<file path="src/hdl/ctrl_pkg.sv">
/* pipeline-control encodings shared by the controller units
   widths are fixed by RV32 with a 6-bit register address (FP regs included) */

package ctrl_pkg;

  localparam int REG_ADDR_W = 6;

  typedef logic [REG_ADDR_W-1:0] reg_addr_t;

  // fetch stage PC source
  typedef enum logic [2:0] {
    PC_BOOT      = 3'b000,
    PC_JUMP      = 3'b010,
    PC_BRANCH    = 3'b011,
    PC_EXCEPTION = 3'b100,
    PC_MRET      = 3'b101
  } pc_mux_t;

  // operand source in ID
  typedef enum logic [1:0] {
    SEL_REGFILE = 2'b00,
    SEL_FW_EX   = 2'b01,
    SEL_FW_WB   = 2'b10
  } fw_sel_t;

  typedef enum logic [1:0] {
    BRANCH_NONE = 2'b00,
    BRANCH_JAL  = 2'b01,
    BRANCH_JALR = 2'b10,
    BRANCH_COND = 2'b11
  } jump_t;

  // decoder flags, held stable by the ID stage while it is halted
  typedef struct packed {
    logic illegal;
    logic ecall;
    logic mret;
    logic pipe_flush;
  } dec_flags_t;

  // destination equals source a, b or c
  typedef struct packed {
    logic a;
    logic b;
    logic c;
  } reg_match_t;

  typedef struct packed {
    logic      we_ex;
    logic      we_wb;
    logic      alu_we_fw;
    reg_addr_t waddr_ex;
    reg_addr_t alu_waddr_id;
  } rf_write_t;

  typedef struct packed {
    fw_sel_t sel_a;
    fw_sel_t sel_b;
    fw_sel_t sel_c;
  } fw_sel_bundle_t;

  typedef struct packed {
    logic    pc_set;
    pc_mux_t pc_mux;
  } pc_ctrl_t;

endpackage

</file>
<file path="src/hdl/trap_pkg.sv">
/* trap encodings for a machine-mode-only core
   cause top bit marks an interrupt, the low bits carry the code or irq id */

package trap_pkg;

  localparam int IRQ_ID_W = 5;
  localparam int CAUSE_W  = 6;

  typedef logic [IRQ_ID_W-1:0] irq_id_t;
  typedef logic [CAUSE_W-1:0]  cause_t;

  // standard RISC-V exception codes
  localparam cause_t EXC_CAUSE_ILLEGAL_INSN = 6'h02;
  localparam cause_t EXC_CAUSE_LOAD_FAULT   = 6'h05;
  localparam cause_t EXC_CAUSE_STORE_FAULT  = 6'h07;
  localparam cause_t EXC_CAUSE_ECALL_MMODE  = 6'h0B;

  // trap vector select, exception vector is the all-zero idle value
  typedef enum logic [1:0] {
    EXC_PC_EXCEPTION = 2'b00,
    EXC_PC_IRQ       = 2'b01
  } exc_pc_t;

  // requests towards the CSR file
  typedef struct packed {
    logic   save_if;
    logic   save_id;
    logic   save_ex;
    logic   save_cause;
    logic   restore_mret;
    cause_t cause;
  } csr_ctrl_t;

  // handshakes towards the interrupt controller, LSU and fetch
  typedef struct packed {
    logic    exc_ack;
    logic    exc_kill;
    logic    irq_ack;
    logic    data_err_ack;
    exc_pc_t exc_pc_mux;
    cause_t  exc_cause;
  } trap_ctrl_t;

endpackage

</file>
<file path="src/hdl/ctrl_fsm.sv">
/* main control FSM, machine mode only, no debug support
   decoder flags must stay stable while ID is halted in the flush states */

`timescale 1ns/1ps

module ctrl_fsm
  import ctrl_pkg::*, trap_pkg::*;
(
  input  logic       clk,
  input  logic       rst_n,

  input  logic       fetch_enable_i,
  input  logic       instr_valid_i,
  input  logic       id_ready_i,
  input  logic       ex_valid_i,
  input  logic       branch_taken_ex_i,
  input  logic       data_err_i,
  input  logic       data_we_ex_i,
  input  logic       irq_i,
  input  logic       irq_req_ctrl_i,
  input  logic       m_ie_i,
  input  logic       jr_stall_i,
  input  dec_flags_t dec_i,
  input  jump_t      jump_in_dec_i,
  input  irq_id_t    irq_id_i,

  output logic       ctrl_busy_o,
  output logic       first_fetch_o,
  output logic       is_decoding_o,
  output logic       instr_req_o,
  output logic       halt_if_o,
  output logic       halt_id_o,
  output pc_ctrl_t   pc_ctrl_o,
  output csr_ctrl_t  csr_ctrl_o,
  output trap_ctrl_t trap_ctrl_o
);

  typedef enum logic [3:0] {
    RESET, BOOT_SET, FIRST_FETCH, DECODE, FLUSH_EX, FLUSH_WB,
    IRQ_FLUSH, IRQ_TAKEN_ID, IRQ_TAKEN_IF, WAIT_SLEEP, SLEEP
  } state_e;

  state_e state_q;
  state_e state_d;
  logic   jump_done_q;
  logic   jump_done_d;
  logic   data_err_q;
  logic   jump_in_dec;
  logic   irq_take;
  cause_t fault_cause;

  // jal and jalr target is known in ID already
  assign jump_in_dec = (jump_in_dec_i == BRANCH_JAL) || (jump_in_dec_i == BRANCH_JALR);
  // only the machine enable bit gates interrupts
  assign irq_take    = irq_req_ctrl_i & m_ie_i;
  assign fault_cause = data_we_ex_i ? EXC_CAUSE_STORE_FAULT : EXC_CAUSE_LOAD_FAULT;

  ////////////////////////////////////////////////////////////////////////////
  // next state and outputs
  ////////////////////////////////////////////////////////////////////////////

  always_comb
  begin
    state_d       = state_q;
    jump_done_d   = jump_done_q;

    instr_req_o   = 1'b1;
    ctrl_busy_o   = 1'b1;
    first_fetch_o = 1'b0;
    is_decoding_o = 1'b0;
    halt_if_o     = 1'b0;
    halt_id_o     = 1'b0;

    pc_ctrl_o.pc_set = 1'b0;
    pc_ctrl_o.pc_mux = PC_BOOT;
    csr_ctrl_o       = '0;
    // all-zero also selects the exception vector
    trap_ctrl_o      = '0;

    case (state_q)
      // hold the boot address until fetch is enabled
      RESET:
      begin
        instr_req_o      = 1'b0;
        pc_ctrl_o.pc_set = 1'b1;
        if (fetch_enable_i)
          state_d = BOOT_SET;
      end

      // load boot address into the prefetcher
      BOOT_SET:
      begin
        pc_ctrl_o.pc_set = 1'b1;
        state_d          = FIRST_FETCH;
      end

      // wait for the first instruction to reach ID
      FIRST_FETCH:
      begin
        first_fetch_o = 1'b1;
        if (id_ready_i)
          state_d = DECODE;
        // pipeline is empty here, so the IF pc is the one to save
        if (irq_take)
        begin
          halt_if_o = 1'b1;
          halt_id_o = 1'b1;
          state_d   = IRQ_TAKEN_IF;
        end
      end

      DECODE:
      begin
        if (branch_taken_ex_i)
        begin
          // taken branch in EX wins over anything in ID
          pc_ctrl_o.pc_set = 1'b1;
          pc_ctrl_o.pc_mux = PC_BRANCH;
        end
        else if (data_err_i)
        begin
          // faulting load/store in EX, vector one cycle later
          halt_if_o                = 1'b1;
          halt_id_o                = 1'b1;
          csr_ctrl_o.save_ex       = 1'b1;
          csr_ctrl_o.save_cause    = 1'b1;
          csr_ctrl_o.cause         = fault_cause;
          trap_ctrl_o.data_err_ack = 1'b1;
          state_d                  = FLUSH_WB;
        end
        else if (instr_valid_i)
        begin
          is_decoding_o = 1'b1;
          if (irq_take)
          begin
            halt_if_o = 1'b1;
            halt_id_o = 1'b1;
            state_d   = IRQ_FLUSH;
          end
          else if (jump_in_dec)
          begin
            pc_ctrl_o.pc_mux = PC_JUMP;
            // one pc_set per jump, and only once the jr source is ready
            if (!jr_stall_i && !jump_done_q)
            begin
              pc_ctrl_o.pc_set = 1'b1;
              jump_done_d      = 1'b1;
            end
          end
          else if (dec_i.pipe_flush)
          begin
            halt_if_o = 1'b1;
            halt_id_o = 1'b1;
            state_d   = FLUSH_EX;
          end
          else if (dec_i.ecall || dec_i.illegal)
          begin
            halt_if_o             = 1'b1;
            halt_id_o             = 1'b1;
            csr_ctrl_o.save_id    = 1'b1;
            csr_ctrl_o.save_cause = 1'b1;
            csr_ctrl_o.cause      = dec_i.ecall ? EXC_CAUSE_ECALL_MMODE
                                                : EXC_CAUSE_ILLEGAL_INSN;
            state_d               = FLUSH_EX;
          end
          else if (dec_i.mret)
          begin
            halt_if_o               = 1'b1;
            halt_id_o               = 1'b1;
            csr_ctrl_o.restore_mret = 1'b1;
            state_d                 = FLUSH_EX;
          end
        end
      end

      // drain EX before touching the CSRs
      FLUSH_EX:
      begin
        halt_if_o = 1'b1;
        halt_id_o = 1'b1;
        if (data_err_i)
        begin
          csr_ctrl_o.save_ex       = 1'b1;
          csr_ctrl_o.save_cause    = 1'b1;
          csr_ctrl_o.cause         = fault_cause;
          trap_ctrl_o.data_err_ack = 1'b1;
          state_d                  = FLUSH_WB;
        end
        else if (ex_valid_i)
          state_d = FLUSH_WB;
      end

      // redirect fetch for the trap or return
      FLUSH_WB:
      begin
        halt_if_o = 1'b1;
        halt_id_o = 1'b1;
        if (data_err_q)
        begin
          pc_ctrl_o.pc_set      = 1'b1;
          pc_ctrl_o.pc_mux      = PC_EXCEPTION;
          trap_ctrl_o.exc_cause = fault_cause;
        end
        else if (dec_i.ecall || dec_i.illegal)
        begin
          pc_ctrl_o.pc_set = 1'b1;
          pc_ctrl_o.pc_mux = PC_EXCEPTION;
          if (dec_i.ecall)
            trap_ctrl_o.exc_cause = EXC_CAUSE_ECALL_MMODE;
        end
        else if (dec_i.mret)
        begin
          pc_ctrl_o.pc_set = 1'b1;
          pc_ctrl_o.pc_mux = PC_MRET;
        end
        // wfi goes to sleep, everything else resumes decoding
        state_d = dec_i.pipe_flush ? WAIT_SLEEP : DECODE;
      end

      // recheck the request, it may have been withdrawn
      IRQ_FLUSH:
      begin
        halt_if_o = 1'b1;
        halt_id_o = 1'b1;
        if (irq_i && m_ie_i)
          state_d = IRQ_TAKEN_ID;
        else
        begin
          trap_ctrl_o.exc_kill = 1'b1;
          state_d              = DECODE;
        end
      end

      // both take paths differ only in which pc gets saved
      IRQ_TAKEN_ID, IRQ_TAKEN_IF:
      begin
        pc_ctrl_o.pc_set       = 1'b1;
        pc_ctrl_o.pc_mux       = PC_EXCEPTION;
        trap_ctrl_o.exc_pc_mux = EXC_PC_IRQ;
        trap_ctrl_o.exc_cause  = {1'b1, irq_id_i};
        trap_ctrl_o.irq_ack    = 1'b1;
        trap_ctrl_o.exc_ack    = 1'b1;
        csr_ctrl_o.save_id     = (state_q == IRQ_TAKEN_ID);
        csr_ctrl_o.save_if     = (state_q == IRQ_TAKEN_IF);
        csr_ctrl_o.save_cause  = 1'b1;
        csr_ctrl_o.cause       = {1'b1, irq_id_i};
        state_d                = DECODE;
      end

      // one idle cycle so the core reports not busy before sleeping
      WAIT_SLEEP, SLEEP:
      begin
        ctrl_busy_o = 1'b0;
        instr_req_o = 1'b0;
        halt_if_o   = 1'b1;
        halt_id_o   = 1'b1;
        if (state_q == WAIT_SLEEP)
          state_d = SLEEP;
        else if (irq_i)
          state_d = FIRST_FETCH;
      end

      default:
      begin
        instr_req_o = 1'b0;
        state_d     = RESET;
      end
    endcase
  end

  ////////////////////////////////////////////////////////////////////////////
  // state registers
  ////////////////////////////////////////////////////////////////////////////

  always_ff @(posedge clk or negedge rst_n)
  begin
    if (!rst_n)
    begin
      state_q     <= RESET;
      jump_done_q <= 1'b0;
      data_err_q  <= 1'b0;
    end
    else
    begin
      state_q     <= state_d;
      // released once ID accepts the next instruction
      jump_done_q <= jump_done_d & ~id_ready_i;
      data_err_q  <= data_err_i;
    end
  end

endmodule

</file>
<file path="src/hdl/stall_detect.sv">
/* load-use and jump-register hazard detection, purely combinational
   match inputs come from the ID stage register address comparators */

`timescale 1ns/1ps

module stall_detect
  import ctrl_pkg::*;
(
  input  logic       is_decoding_i,
  input  logic       data_req_ex_i,
  input  logic       wb_ready_i,
  input  logic       illegal_i,
  input  jump_t      jump_in_dec_i,
  input  rf_write_t  rf_i,
  input  reg_match_t match_ex_i,
  input  reg_match_t match_wb_i,
  input  reg_match_t match_alu_i,

  output logic       load_stall_o,
  output logic       jr_stall_o,
  output logic       deassert_we_o
);

  logic load_pending;
  logic src_hit;
  logic dst_hit;

  // load in EX, or a WB write that has not completed yet
  assign load_pending = (data_req_ex_i & rf_i.we_ex) | (~wb_ready_i & rf_i.we_wb);

  // any source of the decoded instruction hits the EX destination
  assign src_hit = match_ex_i.a | match_ex_i.b | match_ex_i.c;

  // write-after-write on the same destination
  assign dst_hit = (rf_i.waddr_ex == rf_i.alu_waddr_id);

  // only an instruction that is really in decode can be stalled
  assign load_stall_o = is_decoding_i & load_pending & (src_hit | dst_hit);

  // jalr target needs operand a, which must not be in flight
  assign jr_stall_o = (jump_in_dec_i == BRANCH_JALR) &
                      ((rf_i.we_wb & match_wb_i.a) |
                       (rf_i.we_ex & match_ex_i.a) |
                       (rf_i.alu_we_fw & match_alu_i.a));

  // squash the write of anything that is not really being decoded
  assign deassert_we_o = load_stall_o | jr_stall_o | ~is_decoding_i | illegal_i;

endmodule

</file>
<file path="src/hdl/fwd_select.sv">
/* forwarding select for the three ID operands
   EX forward beats WB forward, misaligned and multicycle override both */

`timescale 1ns/1ps

module fwd_select
  import ctrl_pkg::*;
(
  input  rf_write_t      rf_i,
  input  reg_match_t     match_wb_i,
  input  reg_match_t     match_alu_i,
  input  logic           misaligned_i,
  input  logic           mult_multicycle_i,

  output fw_sel_bundle_t fw_sel_o
);

  // per-operand rule, the same for a, b and c
  function automatic fw_sel_t pick(input logic wb_hit, input logic alu_hit);
    fw_sel_t sel;
    sel = SEL_REGFILE;
    if (wb_hit)
      sel = SEL_FW_WB;
    // newer result from the ALU path wins
    if (alu_hit)
      sel = SEL_FW_EX;
    return sel;
  endfunction

  always_comb
  begin
    fw_sel_o.sel_a = pick(rf_i.we_wb & match_wb_i.a, rf_i.alu_we_fw & match_alu_i.a);
    fw_sel_o.sel_b = pick(rf_i.we_wb & match_wb_i.b, rf_i.alu_we_fw & match_alu_i.b);
    fw_sel_o.sel_c = pick(rf_i.we_wb & match_wb_i.c, rf_i.alu_we_fw & match_alu_i.c);

    // second half of a misaligned access reuses the EX address
    if (misaligned_i)
    begin
      fw_sel_o.sel_a = SEL_FW_EX;
      fw_sel_o.sel_b = SEL_REGFILE;
    end
    // multicycle multiply keeps its partial result on operand c
    else if (mult_multicycle_i)
    begin
      fw_sel_o.sel_c = SEL_FW_EX;
    end
  end

endmodule

</file>
<file path="src/hdl/core_controller.sv">
/* controller top, wires only
   FSM, stall detection and forwarding select share the decode-stage inputs */

`timescale 1ns/1ps

module core_controller
  import ctrl_pkg::*, trap_pkg::*;
(
  input  logic           clk,
  input  logic           rst_n,

  // FSM side
  input  logic           fetch_enable_i,
  input  logic           instr_valid_i,
  input  logic           id_ready_i,
  input  logic           ex_valid_i,
  input  logic           wb_ready_i,
  input  logic           branch_taken_ex_i,
  input  logic           data_req_ex_i,
  input  logic           data_err_i,
  input  logic           data_we_ex_i,
  input  logic           irq_i,
  input  logic           irq_req_ctrl_i,
  input  logic           m_ie_i,
  input  dec_flags_t     dec_i,
  input  jump_t          jump_in_dec_i,
  input  irq_id_t        irq_id_i,

  // hazard and forwarding side
  input  rf_write_t      rf_i,
  input  reg_match_t     match_ex_i,
  input  reg_match_t     match_wb_i,
  input  reg_match_t     match_alu_i,
  input  logic           misaligned_i,
  input  logic           mult_multicycle_i,

  output logic           ctrl_busy_o,
  output logic           first_fetch_o,
  output logic           is_decoding_o,
  output logic           instr_req_o,
  output logic           halt_if_o,
  output logic           halt_id_o,
  output pc_ctrl_t       pc_ctrl_o,
  output csr_ctrl_t      csr_ctrl_o,
  output trap_ctrl_t     trap_ctrl_o,
  output logic           load_stall_o,
  output logic           jr_stall_o,
  output logic           deassert_we_o,
  output fw_sel_bundle_t fw_sel_o
);

  ctrl_fsm ctrl_fsm_i (
    .clk               (clk),
    .rst_n             (rst_n),
    .fetch_enable_i    (fetch_enable_i),
    .instr_valid_i     (instr_valid_i),
    .id_ready_i        (id_ready_i),
    .ex_valid_i        (ex_valid_i),
    .branch_taken_ex_i (branch_taken_ex_i),
    .data_err_i        (data_err_i),
    .data_we_ex_i      (data_we_ex_i),
    .irq_i             (irq_i),
    .irq_req_ctrl_i    (irq_req_ctrl_i),
    .m_ie_i            (m_ie_i),
    // jump pc_set waits on the hazard unit
    .jr_stall_i        (jr_stall_o),
    .dec_i             (dec_i),
    .jump_in_dec_i     (jump_in_dec_i),
    .irq_id_i          (irq_id_i),
    .ctrl_busy_o       (ctrl_busy_o),
    .first_fetch_o     (first_fetch_o),
    .is_decoding_o     (is_decoding_o),
    .instr_req_o       (instr_req_o),
    .halt_if_o         (halt_if_o),
    .halt_id_o         (halt_id_o),
    .pc_ctrl_o         (pc_ctrl_o),
    .csr_ctrl_o        (csr_ctrl_o),
    .trap_ctrl_o       (trap_ctrl_o)
  );

  stall_detect stall_detect_i (
    .is_decoding_i (is_decoding_o),
    .data_req_ex_i (data_req_ex_i),
    .wb_ready_i    (wb_ready_i),
    .illegal_i     (dec_i.illegal),
    .jump_in_dec_i (jump_in_dec_i),
    .rf_i          (rf_i),
    .match_ex_i    (match_ex_i),
    .match_wb_i    (match_wb_i),
    .match_alu_i   (match_alu_i),
    .load_stall_o  (load_stall_o),
    .jr_stall_o    (jr_stall_o),
    .deassert_we_o (deassert_we_o)
  );

  fwd_select fwd_select_i (
    .rf_i              (rf_i),
    .match_wb_i        (match_wb_i),
    .match_alu_i       (match_alu_i),
    .misaligned_i      (misaligned_i),
    .mult_multicycle_i (mult_multicycle_i),
    .fw_sel_o          (fw_sel_o)
  );

endmodule

</file>
<file path="config.mk">
export PLATFORM = sky130hd
export DESIGN_NAME = core_controller
export DESIGN_NICKNAME = d
export VERILOG_FILES = /design/src/hdl/ctrl_pkg.sv /design/src/hdl/trap_pkg.sv /design/src/hdl/ctrl_fsm.sv /design/src/hdl/stall_detect.sv /design/src/hdl/fwd_select.sv /design/src/hdl/core_controller.sv
export SDC_FILE = /design/constraint.sdc
export NUM_CORES = 1
export LEC_CHECK = 0
export ABC_AREA = 1
export BUFFER_PORTS_ARGS = -buffer_cell sky130_fd_sc_hd__buf_2
export CAP_MARGIN = 25
export CELL_PAD_IN_SITES_DETAIL_PLACEMENT = 2
export CELL_PAD_IN_SITES_GLOBAL_PLACEMENT = 2
export CORE_ASPECT_RATIO = 2
export CORE_MARGIN = 2
export CORE_UTILIZATION = 16
export CTS_CLUSTER_DIAMETER = 40
export CTS_CLUSTER_SIZE = 10
export DETAILED_ROUTE_END_ITERATION = 10
export PLACE_DENSITY = 0.81
export SLEW_MARGIN = 20
export SYNTH_ARGS = -nofsm -noshare
export SYNTH_HDL_FRONTEND = slang
export SYNTH_SLANG_ARGS = --single-unit
</file>
<file path="constraint.sdc">
create_clock -name clk -period 1.5 [get_ports clk]
set_input_delay 0.15 -clock clk [delete_from_list [all_inputs] [get_ports clk]]
set_output_delay 0.15 -clock clk [all_outputs]
set_load 0.01 [all_outputs]
</file>
* Word level (Yosys, flattened, before mapping)
Cells that the tools add are included.
** Operators by class
- Eq/ne operators :: 21
- Multiplexer cells :: 99
- Bitwise operators :: 26
- Reductions and logical operators :: 13
** Operators with widths (number)
- 4-bit 2-to-1 mux :: 27
- 1-bit 2-to-1 mux :: 41
- 4-bit case mux with 9 select lines :: 1
- 8-bit 2-to-1 mux :: 4
- 6-bit 2-to-1 mux :: 5
- 2-bit 2-to-1 mux :: 10
- 6-bit case mux with 3 select lines :: 1
- 4-bit by 3-bit == test with 1-bit output, second input constant :: 4
- 1-bit AND :: 14
- 4-bit == test, second input constant :: 3
- 6-bit case mux with 2 select lines :: 1
- 10-bit 2-to-1 mux :: 1
- 1-bit OR :: 9
- 1-bit case mux with 3 select lines :: 3
- 3-bit case mux with 3 select lines :: 1
- 4-bit by 2-bit == test with 1-bit output, second input constant :: 2
- 8-bit AND reduction :: 1
- 8-bit OR reduction :: 1
- 6-bit == test :: 1
- 3-bit by 2-bit inequality test with 1-bit output, second input constant :: 2
- 3-bit inequality test, second input constant :: 2
- 6-bit by 4-bit inequality test with 1-bit output, second input constant :: 1
- 1-bit case mux with 2 select lines :: 3
- 5-bit OR reduction :: 1
- 13 further kinds :: 20
** Word-level totals
- Register bits :: 6
- Input port bits :: 51
- Output and inout bits :: 42
- Logic and storage cells :: 162

* Longest topological paths before layout
- Depth in word-level cells :: 14
- Depth in mapped cells :: 10
- Depth with buffers taken out :: 10

* Hierarchy
A second synthesis with hierarchy kept.
** Unflattened totals
- Cells, all modules :: 241
- Area total of the unflattened synthesis :: 1211.2 um2
** By module, submodules not included
- ctrl_fsm :: instances 1, cells an instance 176, area an instance 952.2 um2, seq. area each 150.1 um2
- stall_detect :: instances 1, cells an instance 50, area an instance 195.2 um2, seq. area each 0.0 um2
- fwd_select :: instances 1, cells an instance 15, area an instance 63.8 um2, seq. area each 0.0 um2

* Worst setup path before layout
OpenSTA, ideal clock, no wires.
- Path kind :: register to output
- From :: reg ctrl_fsm_i.state_q[1]
- To :: out trap_ctrl_o[4] in the netlist's numbering
- Data arrival time :: 1438 ps
- Data required time :: 1350 ps
- Path slack :: -88 ps
- Cell stages (with the launch flop) :: 7
- Path buffers :: 1
- Cells stage by stage :: dfrtp_1 nor2_2 inv_1 o21ai_2 inv_2 nor2_1 buf_4
** RTL lines
- start: declaration :: RTL line ctrl_fsm.sv:43 : state_e state_q;
- start signal: assignment :: RTL line ctrl_fsm.sv:285 : state_q <= state_d;
- end: declaration :: RTL line core_controller.sv:45 : output trap_ctrl_t trap_ctrl_o,

==> flow_summary.ini <==
[global_route]
grt_use_total_pct = 21.42
overflow = 0
grt_pass1_vias = 2358
grt_pass1_wl_um = 12410
grt_max_degree = 9
antenna_found_initial = 0

[sta]
clock_skew_ps = 3.789
post-route-period-util_pct = 123.0
max_freq_mhz = 542.2
rsz0062_at_grt = true
setup_violations = 35
setup_ws_ps = -344.5
hold_viol_final = 0
timing.hold.ws_ps = 141.0
min_period_ps = 1844
finalSetupTns_ps = -8192
drv_slew = 0

[yosys]
yosysTopAreaCell = nand2_1
syn_nets = 266
synth_fa_ha_area_share_pct = 1.130
netlist.area_leader.share_pct = 23.39
synthesis.area_um2 = 1107
synth_top_family_by_area = simple AND/OR/NAND/NOR gates
synth_cells = 214
synthXorXnorAreaFrac_pct = 1.582
synth-seq-area-share_pct = 13.56
synth-compound-area-share_pct = 11.86
ys_ff_latch = 6
synth_area_per_cell_um2 = 5.174
synthTopCellsByArea = nand2_1, dfrtp_1, inv_1
synth-simple-area-share_pct = 53.90
yosysWarnings = 0
synthMuxAreaShare_pct = 0
ys_types = 27

[placed_design]
place_ws_ps = -151.7
dp.cells = 410
numPortBuffers = 91
place_congestion = 0.7993
dpl-instance-area_um2 = 1810
hpwl_um = 5529

[worst_hold_path]
holdPathStages = 2
min_path_type = in2reg

[route]
ant_nets = 0
via_count = 2109
drtIter0Drc = 61
drc = 0
drt_pass1_iterations = 4
drt_wl_total_um = 10110
viasPerCell = 4.804
wl_per_cell_um = 23.03

[layout]
final_cells = 439
syn_to_final_growth_pct = 133.9
nNetsFinal = 405
drive_above_1_share_pct = 63.25
antenna_cells = 0
final_cell_area_um2 = 2590

[clock_tree]
htree_levels = 1
cts-root-buf = clkbuf_16
cts-buffers-inserted = 3
path_clk_slew_ps = 40
clock_path_buffers = 2
worstSkewPairLatency_ps = 240
tritoncts = built
clock-sinks = 6

[power_and_ir_drop]
swShare_pct = 50.60
seq_power_share_pct = 8.7
total_leakage_power_nw = 1.512
power.density_nw_per_um2 = 1485
ir_drop_uv = 963.3
netSwitchingPower_w = 0.001946
p_int_w = 0.001900
comb_power_share_pct = 79.7
clkPwrFrac_pct = 11.6

[critical_path]
critPathKind = reg2out
reg2reg_depth = 12
critPathCaptureType = primary output
arrival_ps = 1690
startpoint_type = flip-flop
worst-path-max-fanout = 5
crit_required_ps = 1350

[floorplan]
io_pins = 93
initial_utilization_pct = 16.59
die_w_um = 62.83
dieArea_um2 = 7643
core_um2 = 6674
dieHeight_um = 121.7
fp-row-count = 42

[status]
status = finished with violations
violations = setup timing

[job]
cap_violations = 0
[kinds of logic after synthesis]
| family | count (synthesis) |
|---|---|
| simple gates | 137 |
| fa+ha+maj | 1 |
| xor+xnor | 2 |
| compound gates | 22 |
| buf+inv | 45 |
| flops | 6 |
| other cells | 1 |
[per-layer routing]
layer,track usage [%],up-vias,routed length [um]
met2,45.63,97,6038
li1,-,941,-
met4,10.42,0,671
met5,0,-,0
met1,18.67,1036,3112
met3,2.770,35,289
[path summary, 6_finish.rpt]
path                                        startpoint  slack [ps]                endpoint
worst max-delay path             ctrl_fsm_i.state_q[3]        -340           csr_ctrl_o[0]
worst min-delay path                        id_ready_i         140  ctrl_fsm_i.jump_done_q
worst max register to register   ctrl_fsm_i.state_q[1]        -300   ctrl_fsm_i.state_q[1]
worst min register to register  ctrl_fsm_i.jump_done_q         620  ctrl_fsm_i.jump_done_q
max in group asynchronous                        rst_n         970   ctrl_fsm_i.state_q[1]
min in group asynchronous                        rst_n         320   ctrl_fsm_i.state_q[2]
[layout by cell type, fill, tap and decap left out, types with 2 or more instances in the layout]
cell type | netlist | final
dfrtp_2 | 0 | 3
xor2_1 | 2 | 2
inv_2 | 2 | 6
nand2_4 | 1 | 13
o211ai_1 | 2 | 2
nand4_1 | 2 | 2
dfrtp_1 | 6 | 3
o21ai_4 | 0 | 2
buf_4 | 7 | 27
inv_4 | 0 | 6
nand2_2 | 2 | 11
nor2_2 | 3 | 8
clkbuf_16 | 0 | 3
o21ai_2 | 1 | 6
nor3_1 | 5 | 4
nand3_1 | 19 | 13
a21oi_1 | 5 | 3
buf_6 | 0 | 39
nor2_4 | 2 | 11
a21oi_2 | 0 | 2
inv_1 | 36 | 26
buf_2 | 0 | 74
nand3_2 | 0 | 5
nor2_1 | 31 | 17
nand2_1 | 69 | 48
[state kept, by name, indices dropped and copies added, names as in the netlist]
register and flops:
ctrl_fsm_i.state_q 4, ctrl_fsm_i.data_err_q 1, ctrl_fsm_i.jump_done_q 1
[Yosys cell counts]
cell      instances
nand2_1          69
inv_1            36
nor2_1           31
nand3_1          19
o21ai_0           9
buf_4             7
dfrtp_1           6
a21oi_1           5
nor3_1            5
nor2_2            3
inv_2             2
nand2_2           2
nand4_1           2
nor2_4            2
o211ai_1          2
o31ai_1           2
xor2_1            2
a22o_1            1
a22oi_1           1
conb_1            1
ha_1              1
nand2_4           1
nand3b_1          1
nor3_2            1
o21ai_2           1
o22ai_1           1
or2_2             1
[timing repair]
item,in CTS,in global routing
hold buffers,1,0
setup endpoints to repair,36,38
cloned,0,0
resized for setup,78,66
pin swaps,10,19
hold endpoints to repair,6,0
setup buffers,16,14
[cell type report]
type                    count  area, um^2
well taps                  88       110.1
fillers                   813        4084
inverters                  38       157.7
clock buffers               3       75.07
multi-input cells         163        1071
flip-flops and latches      6       153.9
repair buffers            141        1022
[stage by stage]
stage	total power, W	util [%]
floorplan	0.001194	-
global placement	0.001968	27.13
detailed placement	0.002030	27.13
CTS	0.003109	33.99
global route	0.004003	38.81
finish	0.003846	38.81
[power groups by stage]
stage	logic (W)	clock network, W	registers, W
detailed placement	0.00175	0	0.000276
global placement	0.00170	0	0.000268
finish	0.00307	0.000446	0.000333
global route	0.00320	0.000466	0.000339
floorplan	0.000929	0	0.000264
CTS	0.00235	0.000457	0.000306
[worst max-delay path, stage by stage, from the launching register on]
cell,delay [ps]
dfrtp_2,440
nor2_4,240
inv_1,120
nor2_2,160
nand2_2,100
nand2_4,110
inv_4,50
o211ai_1,80
buf_2,160
(Power assumes the default switching activity.)
